--- config.mk ---
export PLATFORM = sky130hd
export DESIGN_NAME = muldiv_unit
export DESIGN_NICKNAME = d
export VERILOG_FILES = /design/src/rtl/rv32m_pkg.sv /design/src/rtl/muldiv_bus_pkg.sv /design/src/rtl/muldiv_unit.sv /design/src/rtl/muldiv_dispatch.sv /design/src/rtl/result_arbiter.sv /design/src/rtl/rv_multiplier.sv /design/src/rtl/rv_divider.sv
export SDC_FILE = /design/constraint.sdc
export NUM_CORES = 2
export LEC_CHECK = 0
export BUFFER_PORTS_ARGS = -buffer_cell sky130_fd_sc_hd__buf_4
export CORE_ASPECT_RATIO = 1.75
export CORE_MARGIN = 10
export CORE_UTILIZATION = 40
export CTS_CLUSTER_SIZE = 24
export DETAILED_ROUTE_END_ITERATION = 8
export HOLD_SLACK_MARGIN = 0.12
export SYNTH_ARGS = -nofsm -noshare
export SYNTH_HDL_FRONTEND = slang
export SYNTH_SLANG_ARGS = --single-unit
--- constraint.sdc ---
create_clock -name clk -period 13 [get_ports clk]
set_clock_uncertainty 0.05 [all_clocks]
set_input_delay 1.95 -clock clk [delete_from_list [all_inputs] [get_ports clk]]
set_output_delay 1.95 -clock clk [all_outputs]
set_load 0.02 [all_outputs]
--- src/rtl/rv32m_pkg.sv ---
// RV32M ISA definitions only; the datapath width is fixed at 32 bits by the ISA
`default_nettype none

package rv32m_pkg;

    // operand and result width
    localparam int unsigned xlen = 32;

    // bits needed to count the divider steps
    localparam int unsigned xlen_log2 = $clog2(xlen);

    // full signed product of two 33-bit extended operands
    localparam int unsigned prod_w = 2 * xlen + 2;

    // most negative signed value, the dividend of the overflow case
    localparam logic [xlen-1:0] int_min = {1'b1, {(xlen - 1){1'b0}}};

    // funct3 of the OP major opcode with funct7 = 0000001
    // bit 2 splits multiply from divide
    typedef enum logic [2:0] {
        mul    = 3'b000,
        mulh   = 3'b001,
        mulhsu = 3'b010,
        mulhu  = 3'b011,
        div    = 3'b100,
        divu   = 3'b101,
        rem    = 3'b110,
        remu   = 3'b111
    } m_funct3_t;

endpackage

`default_nettype wire
--- src/rtl/muldiv_bus_pkg.sv ---
// request and result transport types; valid is a one-cycle strobe, there is no ready
`default_nettype none

package muldiv_bus_pkg;

    import rv32m_pkg::*;

    // destination register tag, one of 32 integer registers
    localparam int unsigned tag_w = 5;

    typedef struct packed {
        logic              valid;
        m_funct3_t         funct3;
        logic [xlen-1:0]   rs1;
        logic [xlen-1:0]   rs2;
        logic [tag_w-1:0]  tag;
    } muldiv_req_t;

    // one result per request, carrying the request's tag back
    typedef struct packed {
        logic              valid;
        logic [xlen-1:0]   value;
        logic [tag_w-1:0]  tag;
    } muldiv_rsp_t;

endpackage

`default_nettype wire

--- src/rtl/muldiv_unit.sv ---
// RV32M mul/div unit; no flush, no back-pressure on rsp, the issuer must hold divides while div_busy
`default_nettype none

module muldiv_unit import muldiv_bus_pkg::*; (
    input  logic         clk,
    input  logic         rst,
    input  muldiv_req_t  req,
    output muldiv_rsp_t  rsp,
    output logic         div_busy
);

    muldiv_req_t mul_req;
    muldiv_req_t div_req;
    muldiv_rsp_t mul_rsp;
    muldiv_rsp_t div_rsp;
    logic        div_running;
    logic        pending_full;

    muldiv_dispatch u_dispatch (
        .clk          (clk),
        .rst          (rst),
        .req          (req),
        .div_running  (div_running),
        .pending_full (pending_full),
        .mul_req      (mul_req),
        .div_req      (div_req),
        .div_busy     (div_busy)
    );

    rv_multiplier u_multiplier (
        .clk     (clk),
        .rst     (rst),
        .mul_req (mul_req),
        .mul_rsp (mul_rsp)
    );

    rv_divider u_divider (
        .clk         (clk),
        .rst         (rst),
        .div_req     (div_req),
        .div_running (div_running),
        .div_rsp     (div_rsp)
    );

    // single writeback port shared by both units
    result_arbiter u_arbiter (
        .clk          (clk),
        .rst          (rst),
        .mul_rsp      (mul_rsp),
        .div_rsp      (div_rsp),
        .rsp          (rsp),
        .pending_full (pending_full)
    );

endmodule

`default_nettype wire

--- src/rtl/muldiv_dispatch.sv ---
// divides arriving while div_busy is high are silently dropped; multiplies always pass
`default_nettype none

module muldiv_dispatch import muldiv_bus_pkg::*; (
    input  logic         clk,
    input  logic         rst,
    input  muldiv_req_t  req,
    input  logic         div_running,
    input  logic         pending_full,
    output muldiv_req_t  mul_req,
    output muldiv_req_t  div_req,
    output logic         div_busy
);

    logic is_div;
    logic busy_q;

    // funct3 bit 2 selects the divider
    assign is_div = req.funct3[2];

    always_comb begin
        mul_req       = req;
        mul_req.valid = req.valid && !is_div;

        div_req       = req;
        div_req.valid = req.valid && is_div && !busy_q;
    end

    // rises right after an accept, before the divider reports running;
    // stays up one cycle past the last busy source
    always_ff @(posedge clk) begin
        if (rst) begin
            busy_q <= 1'b0;
        end else begin
            busy_q <= div_req.valid || div_running || pending_full;
        end
    end

    assign div_busy = busy_q;

    // registered busy must still cover a running divider and a held result
    a_no_start_while_busy : assert property (
        @(posedge clk) disable iff (rst)
        div_req.valid |-> !div_running && !pending_full
    );

endmodule

`default_nettype wire

--- src/rtl/result_arbiter.sv ---
// multiplier always wins the port; only one divider result can wait, the issuer must respect busy
`default_nettype none

module result_arbiter import rv32m_pkg::*, muldiv_bus_pkg::*; (
    input  logic         clk,
    input  logic         rst,
    input  muldiv_rsp_t  mul_rsp,
    input  muldiv_rsp_t  div_rsp,
    output muldiv_rsp_t  rsp,
    output logic         pending_full
);

    logic              pend_full_q;
    logic [xlen-1:0]   pend_value;
    logic [tag_w-1:0]  pend_tag;

    // divider side candidate, held entry first
    muldiv_rsp_t       slot;

    always_comb begin
        slot = div_rsp;
        if (pend_full_q) begin
            slot.valid = 1'b1;
            slot.value = pend_value;
            slot.tag   = pend_tag;
        end
    end

    // fixed priority
    always_comb begin
        if (mul_rsp.valid) begin
            rsp = mul_rsp;
        end else begin
            rsp = slot;
        end
    end

    // slot stays occupied only while a multiply result takes the port
    always_ff @(posedge clk) begin
        if (rst) begin
            pend_full_q <= 1'b0;
        end else begin
            pend_full_q <= slot.valid && mul_rsp.valid;
        end
    end

    always_ff @(posedge clk) begin
        if (div_rsp.valid) begin
            pend_value <= div_rsp.value;
            pend_tag   <= div_rsp.tag;
        end
    end

    assign pending_full = pend_full_q;

    // dispatch holds off divides until the slot drains, so a second result never lands on it
    a_no_overwrite : assert property (
        @(posedge clk) disable iff (rst)
        div_rsp.valid |-> !pending_full
    );

endmodule

`default_nettype wire

--- src/rtl/rv_multiplier.sv ---
// fixed 3-register pipeline, result 2 cycles after the request edge; never stalls
`default_nettype none

module rv_multiplier import rv32m_pkg::*, muldiv_bus_pkg::*; (
    input  logic         clk,
    input  logic         rst,
    input  muldiv_req_t  mul_req,
    output muldiv_rsp_t  mul_rsp
);

    logic                      a_signed;
    logic                      b_signed;

    // stage 1, extended operands
    logic                      s1_valid;
    m_funct3_t                 s1_op;
    logic [tag_w-1:0]          s1_tag;
    logic signed [xlen:0]      s1_a;
    logic signed [xlen:0]      s1_b;

    // stage 2, full product
    logic                      s2_valid;
    m_funct3_t                 s2_op;
    logic [tag_w-1:0]          s2_tag;
    logic signed [prod_w-1:0]  s2_prod;

    logic                      out_valid;
    logic [xlen-1:0]           out_value;
    logic [tag_w-1:0]          out_tag;

    // mulhsu takes rs1 signed, rs2 unsigned
    assign a_signed = (mul_req.funct3 != mulhu);
    assign b_signed = (mul_req.funct3 == mul) || (mul_req.funct3 == mulh);

    always_ff @(posedge clk) begin
        if (rst) begin
            s1_valid  <= 1'b0;
            s2_valid  <= 1'b0;
            out_valid <= 1'b0;
        end else begin
            s1_valid  <= mul_req.valid;
            s2_valid  <= s1_valid;
            out_valid <= s2_valid;
        end
    end

    always_ff @(posedge clk) begin
        s1_op   <= mul_req.funct3;
        s1_tag  <= mul_req.tag;
        s1_a    <= {a_signed & mul_req.rs1[xlen-1], mul_req.rs1};
        s1_b    <= {b_signed & mul_req.rs2[xlen-1], mul_req.rs2};

        s2_op   <= s1_op;
        s2_tag  <= s1_tag;
        s2_prod <= s1_a * s1_b;

        // low word for mul, high word otherwise
        out_tag <= s2_tag;
        if (s2_op == mul) begin
            out_value <= s2_prod[xlen-1:0];
        end else begin
            out_value <= s2_prod[2*xlen-1:xlen];
        end
    end

    always_comb begin
        mul_rsp.valid = out_valid;
        mul_rsp.value = out_value;
        mul_rsp.tag   = out_tag;
    end

endmodule

`default_nettype wire

--- src/rtl/rv_divider.sv ---
// one divide at a time, 34 cycles or 2 for special cases; a start while not idle is ignored
`default_nettype none

module rv_divider import rv32m_pkg::*, muldiv_bus_pkg::*; (
    input  logic         clk,
    input  logic         rst,
    input  muldiv_req_t  div_req,
    output logic         div_running,
    output muldiv_rsp_t  div_rsp
);

    typedef enum logic [1:0] {
        st_idle,
        st_shift,
        st_done
    } div_state_t;

    div_state_t state;

    logic [xlen_log2-1:0] count;
    // remainder in the upper half, quotient shifts in at the bottom
    logic [2*xlen-1:0]    acc;
    logic [xlen-1:0]      divisor_mag;
    logic                 q_neg;
    logic                 r_neg;
    logic                 sel_rem;
    logic [tag_w-1:0]     tag_q;

    logic                 rsp_valid_q;
    logic [xlen-1:0]      rsp_value_q;

    logic                 signed_op;
    logic                 div_zero;
    logic                 overflow;
    logic [xlen-1:0]      dividend_mag;
    logic [xlen-1:0]      divisor_abs;
    logic [xlen:0]        trial;
    logic [xlen-1:0]      quotient;
    logic [xlen-1:0]      remainder;

    // start decode, valid only while idle
    assign signed_op = (div_req.funct3 == div) || (div_req.funct3 == rem);
    assign div_zero  = (div_req.rs2 == '0);
    assign overflow  = signed_op && (div_req.rs1 == int_min) && (div_req.rs2 == '1);

    assign dividend_mag = (signed_op && div_req.rs1[xlen-1]) ? -div_req.rs1 : div_req.rs1;
    assign divisor_abs  = (signed_op && div_req.rs2[xlen-1]) ? -div_req.rs2 : div_req.rs2;

    // 33-bit trial subtract, top bit set means the divisor did not fit
    assign trial = acc[2*xlen-1:xlen-1] - {1'b0, divisor_mag};

    // sign fixup of the magnitudes
    assign quotient  = q_neg ? -acc[xlen-1:0] : acc[xlen-1:0];
    assign remainder = r_neg ? -acc[2*xlen-1:xlen] : acc[2*xlen-1:xlen];

    always_ff @(posedge clk) begin
        if (rst) begin
            state       <= st_idle;
            rsp_valid_q <= 1'b0;
        end else begin
            rsp_valid_q <= 1'b0;
            case (state)
                st_idle: begin
                    if (div_req.valid) begin
                        // special cases skip the shift loop
                        state <= (div_zero || overflow) ? st_done : st_shift;
                    end
                end
                st_shift: begin
                    if (count == '0) begin
                        state <= st_done;
                    end
                end
                st_done: begin
                    state       <= st_idle;
                    rsp_valid_q <= 1'b1;
                end
                default: state <= st_idle;
            endcase
        end
    end

    always_ff @(posedge clk) begin
        case (state)
            st_idle: begin
                if (div_req.valid) begin
                    tag_q   <= div_req.tag;
                    sel_rem <= div_req.funct3 inside {rem, remu};
                    count   <= xlen_log2'(xlen - 1);
                    if (div_zero) begin
                        // quotient all ones, remainder is the dividend
                        acc   <= {div_req.rs1, {xlen{1'b1}}};
                        q_neg <= 1'b0;
                        r_neg <= 1'b0;
                    end else if (overflow) begin
                        acc   <= {{xlen{1'b0}}, int_min};
                        q_neg <= 1'b0;
                        r_neg <= 1'b0;
                    end else begin
                        acc         <= {{xlen{1'b0}}, dividend_mag};
                        divisor_mag <= divisor_abs;
                        q_neg       <= signed_op && (div_req.rs1[xlen-1] ^ div_req.rs2[xlen-1]);
                        // remainder follows the dividend sign
                        r_neg       <= signed_op && div_req.rs1[xlen-1];
                    end
                end
            end
            st_shift: begin
                count <= count - 1'b1;
                if (!trial[xlen]) begin
                    acc <= {trial[xlen-1:0], acc[xlen-2:0], 1'b1};
                end else begin
                    acc <= {acc[2*xlen-2:0], 1'b0};
                end
            end
            st_done: begin
                rsp_value_q <= sel_rem ? remainder : quotient;
            end
            default: begin
                count <= '0;
            end
        endcase
    end

    // busy through the result cycle too
    assign div_running = (state != st_idle) || rsp_valid_q;

    always_comb begin
        div_rsp.valid = rsp_valid_q;
        div_rsp.value = rsp_value_q;
        div_rsp.tag   = tag_q;
    end

    // done never repeats, the result strobe stays a single pulse
    a_done_one_cycle : assert property (
        @(posedge clk) disable iff (rst)
        state == st_done |=> state == st_idle
    );

endmodule

`default_nettype wire

==> flow_metrics.py <==
metrics = {
    "routing": {
        "drc": 0,
        "vias_per_cell": 5.23,
        "routed_wl_um": 163000,
        "drt_iter0_drc": 2447,
        "wl_per_cell_um": 22.2,
        "vias": 38438,
        "dr.pass1.iters": 6,
        "ant_nets": 0,
    },
    "worst_setup_path": {
        "crit_required_ns": 13.37,
        "crit_buf_inv": 5,
        "cp_slowest_cell": "dfxtp_1",
        "end_kind": "flip-flop",
        "path_cells": "nand2_1 -> inv_1 -> fa_1 -> fa_1 -> fa_1 -> inv_1 -> fa_1 -> inv_1 -> fa_1 -> fa_1 -> fa_1 -> inv_1 -> fa_1 -> inv_1 -> ha_1 -> nand4_1 -> o311ai_0 -> a21oi_1 -> o311a_1 -> nor3_1 -> a221oi_1 -> xnor2_1",
        "cp.arrival_ns": 9.56,
        "worst_path_largest_cell_delay_ns": 1.10,
        "worstSetupPathType": "flip-flop to flip-flop",
        "crit_family": "adder cells",
        "rrSetupSlack_ns": 3.81,
        "critPathMaxFanout": 33,
        "worst_setup_path_start_kind": "flip-flop",
        "cpMostUsedCell": "fa_1",
    },
    "final_layout": {
        "instances_no_fill": 7346,
        "fin_util_pct": 42.8,
        "finalInstanceArea_um2": 58000,
        "syn_to_final_growth_pct": 6.70,
        "drive_above_1_share_pct": 5.79,
        "final_nets": 6950,
    },
    "yosys": {
        "synth.net_count": 7018,
        "yosysMostFrequentCell": "fa_1",
        "ys_ff_latch": 369,
        "synth_top_area_share_pct": 41.5,
        "synth_commonest_cells": "fa_1, inv_1, nand2_1, and2_1, clkbuf_1",
        "avgSynthCellArea_um2": 9.77,
        "synth_area_leaders": "fa_1, edfxtp_1, inv_1",
        "ys_types": 79,
        "synthesis.area_um2": 54400,
        "synth_largest_area_cell": "fa_1",
        "synth-edff-count": 178,
        "async_flop_share_pct": 0,
        "synthFlopType": "dfxtp_1",
        "yosysWarnings": 0,
        "synth-seq-area-share_pct": 16.9,
        "syn_inst": 5566,
    },
    "flow_run": {
        "drv_cap": 0,
    },
    "global_routing": {
        "grtUsageTotal_pct": 21.9,
        "grt_max_degree": 88,
        "grt_pass1_vias": 43398,
        "overflow": 0,
        "antenna_found_initial": 10,
        "grt_pass1_wl_um": 253000,
    },
    "clock_tree": {
        "cts_buffer_depth": 3,
        "cts_resized": 0,
        "cts_root_buffer": "clkbuf_16",
        "cts_setup_buffers": 0,
        "postCtsHoldBufs": 0,
        "numCtsBuffers": 34,
        "cts_max_level": 2,
        "insertion_delay_ns": 0.56,
        "clkSlewWorstSetupHoldPaths_ns": 0.07,
        "cts_tree": "built",
        "cts_sinks": 369,
    },
    "timing": {
        "fin_crit_ns": 9.19,
        "rsz0062_at_grt": "false",
        "finalSetupViolations": 0,
        "hold_violations": 0,
        "fin_tns_setup_ns": 0,
        "slew_headroom_pct": 13.6,
        "timing.fmax_ghz": 0.109,
        "fin_crit_sh_pct": 70.7,
        "drv_slew": 0,
        "tightest_slew_ns": 1.29,
    },
    "die": {
        "pin_count": 114,
        "die-area_um2": 152000,
        "die_w_um": 299,
        "start_util_pct": 40.1,
        "die_height_um": 508,
        "row_count": 179,
        "fp.coreArea_um2": 135000,
    },
    "outcome": {
        "status": "completed",
    },
    "placed_design": {
        "post_dp_cell_area_um2": 56900,
        "place_hpwl_um": 131000,
        "placed_cells": 7272,
        "portBuffers": 113,
        "gp_congestion": 0.969,
    },
    "worst_hold_path": {
        "hold_path.class": "flip-flop to flip-flop",
    },
}
cells by family after synthesis:
family,Yosys count,share of synthesized area (%)
AND/OR/NAND/NOR,1573,14.6
buffers and inverters,1379,9.66
adder cells (fa/ha/maj),1377,47.2
AO/OA/AOI/OAI,546,6.20
flip-flops,369,16.9
XOR/XNOR,226,3.64
multiplexers,96,1.84
metal layers:
| layer | GRT usage (%) | vias to the layer above | share of wire, % |
|---|---|---|---|
| li1 | - | 16747 | - |
| met1 | 21.7 | 19941 | 33 |
| met2 | 42.5 | 1230 | 56 |
| met3 | 1.70 | 518 | 3.9 |
| met4 | 15.2 | 2 | 7.9 |
| met5 | 0 | - | 0.010 |
layout by cell type (no fill, tap or decap), drive strengths merged, types with 13 or more instances in the layout:
cell and count:
nand4 16, mux2 32, fa 1126, and3 13, buf 175, and2 550, edfxtp 178, or3 24
o21a 31, nand2 668, clkbuf 45, o211ai 22, o21bai 22, dfxtp 191, nor2b 53, xor2 87
a31oi 19, o31ai 29, nand2b 18, mux2i 64, inv 1104, xnor2 139, a21oi 157, o21ai 161
nor3 31, nor2 124, nand3 28, a21o 37, ha 251, or4 17
worst paths after layout:
kind	startpoint	endpoint	cells after the start
min reg2reg	u_multiplier.s2_tag[0]	u_multiplier.out_tag[0]	0
max	u_multiplier.s1_b[0]	u_multiplier.s2_prod[63]	22
min	u_multiplier.s2_tag[0]	u_multiplier.out_tag[0]	0
max reg2reg	u_multiplier.s1_b[0]	u_multiplier.s2_prod[63]	22
stage by stage:
stage	hold slack, ns	setup WS [ns]
floorplan	0.260	5.19
global placement	0.260	4.01
detailed placement	0.262	3.91
CTS	0.278	3.87
global route	0.283	3.22
finish	0.277	3.81
state kept, by name (all words and copies together) (netlist names), 2 cells and up:
signal	flops
u_multiplier.s1_b	33
u_divider.tag_q	5
u_arbiter.pend_value	32
u_divider.state	2
u_multiplier.out_tag	5
u_multiplier.s1_a	33
u_divider.rsp_value_q	32
u_divider.acc	64
u_multiplier.s2_prod	64
u_multiplier.s2_op	3
u_multiplier.s1_tag	5
u_multiplier.s1_op	3
u_multiplier.out_value	32
u_divider.divisor_mag	32
u_arbiter.pend_tag	5
u_divider.count	5
u_multiplier.s2_tag	5
area by class of cell:
| cell class | count | area (um2) |
|---|---|---|
| repair buffers | 175 | 1310 |
| clock inverters | 17 | 125 |
| fillers | 13182 | 77500 |
| clock buffers | 45 | 978 |
| flip-flops and latches | 369 | 9200 |
| multi-input cells | 3818 | 40000 |
| well taps | 1810 | 2260 |
| inverters | 1100 | 4130 |
| diodes | 12 | 30.0 |
Power is not shown: default switching activity piles up to over one toggle a cycle in this logic, so the estimate is an artifact.
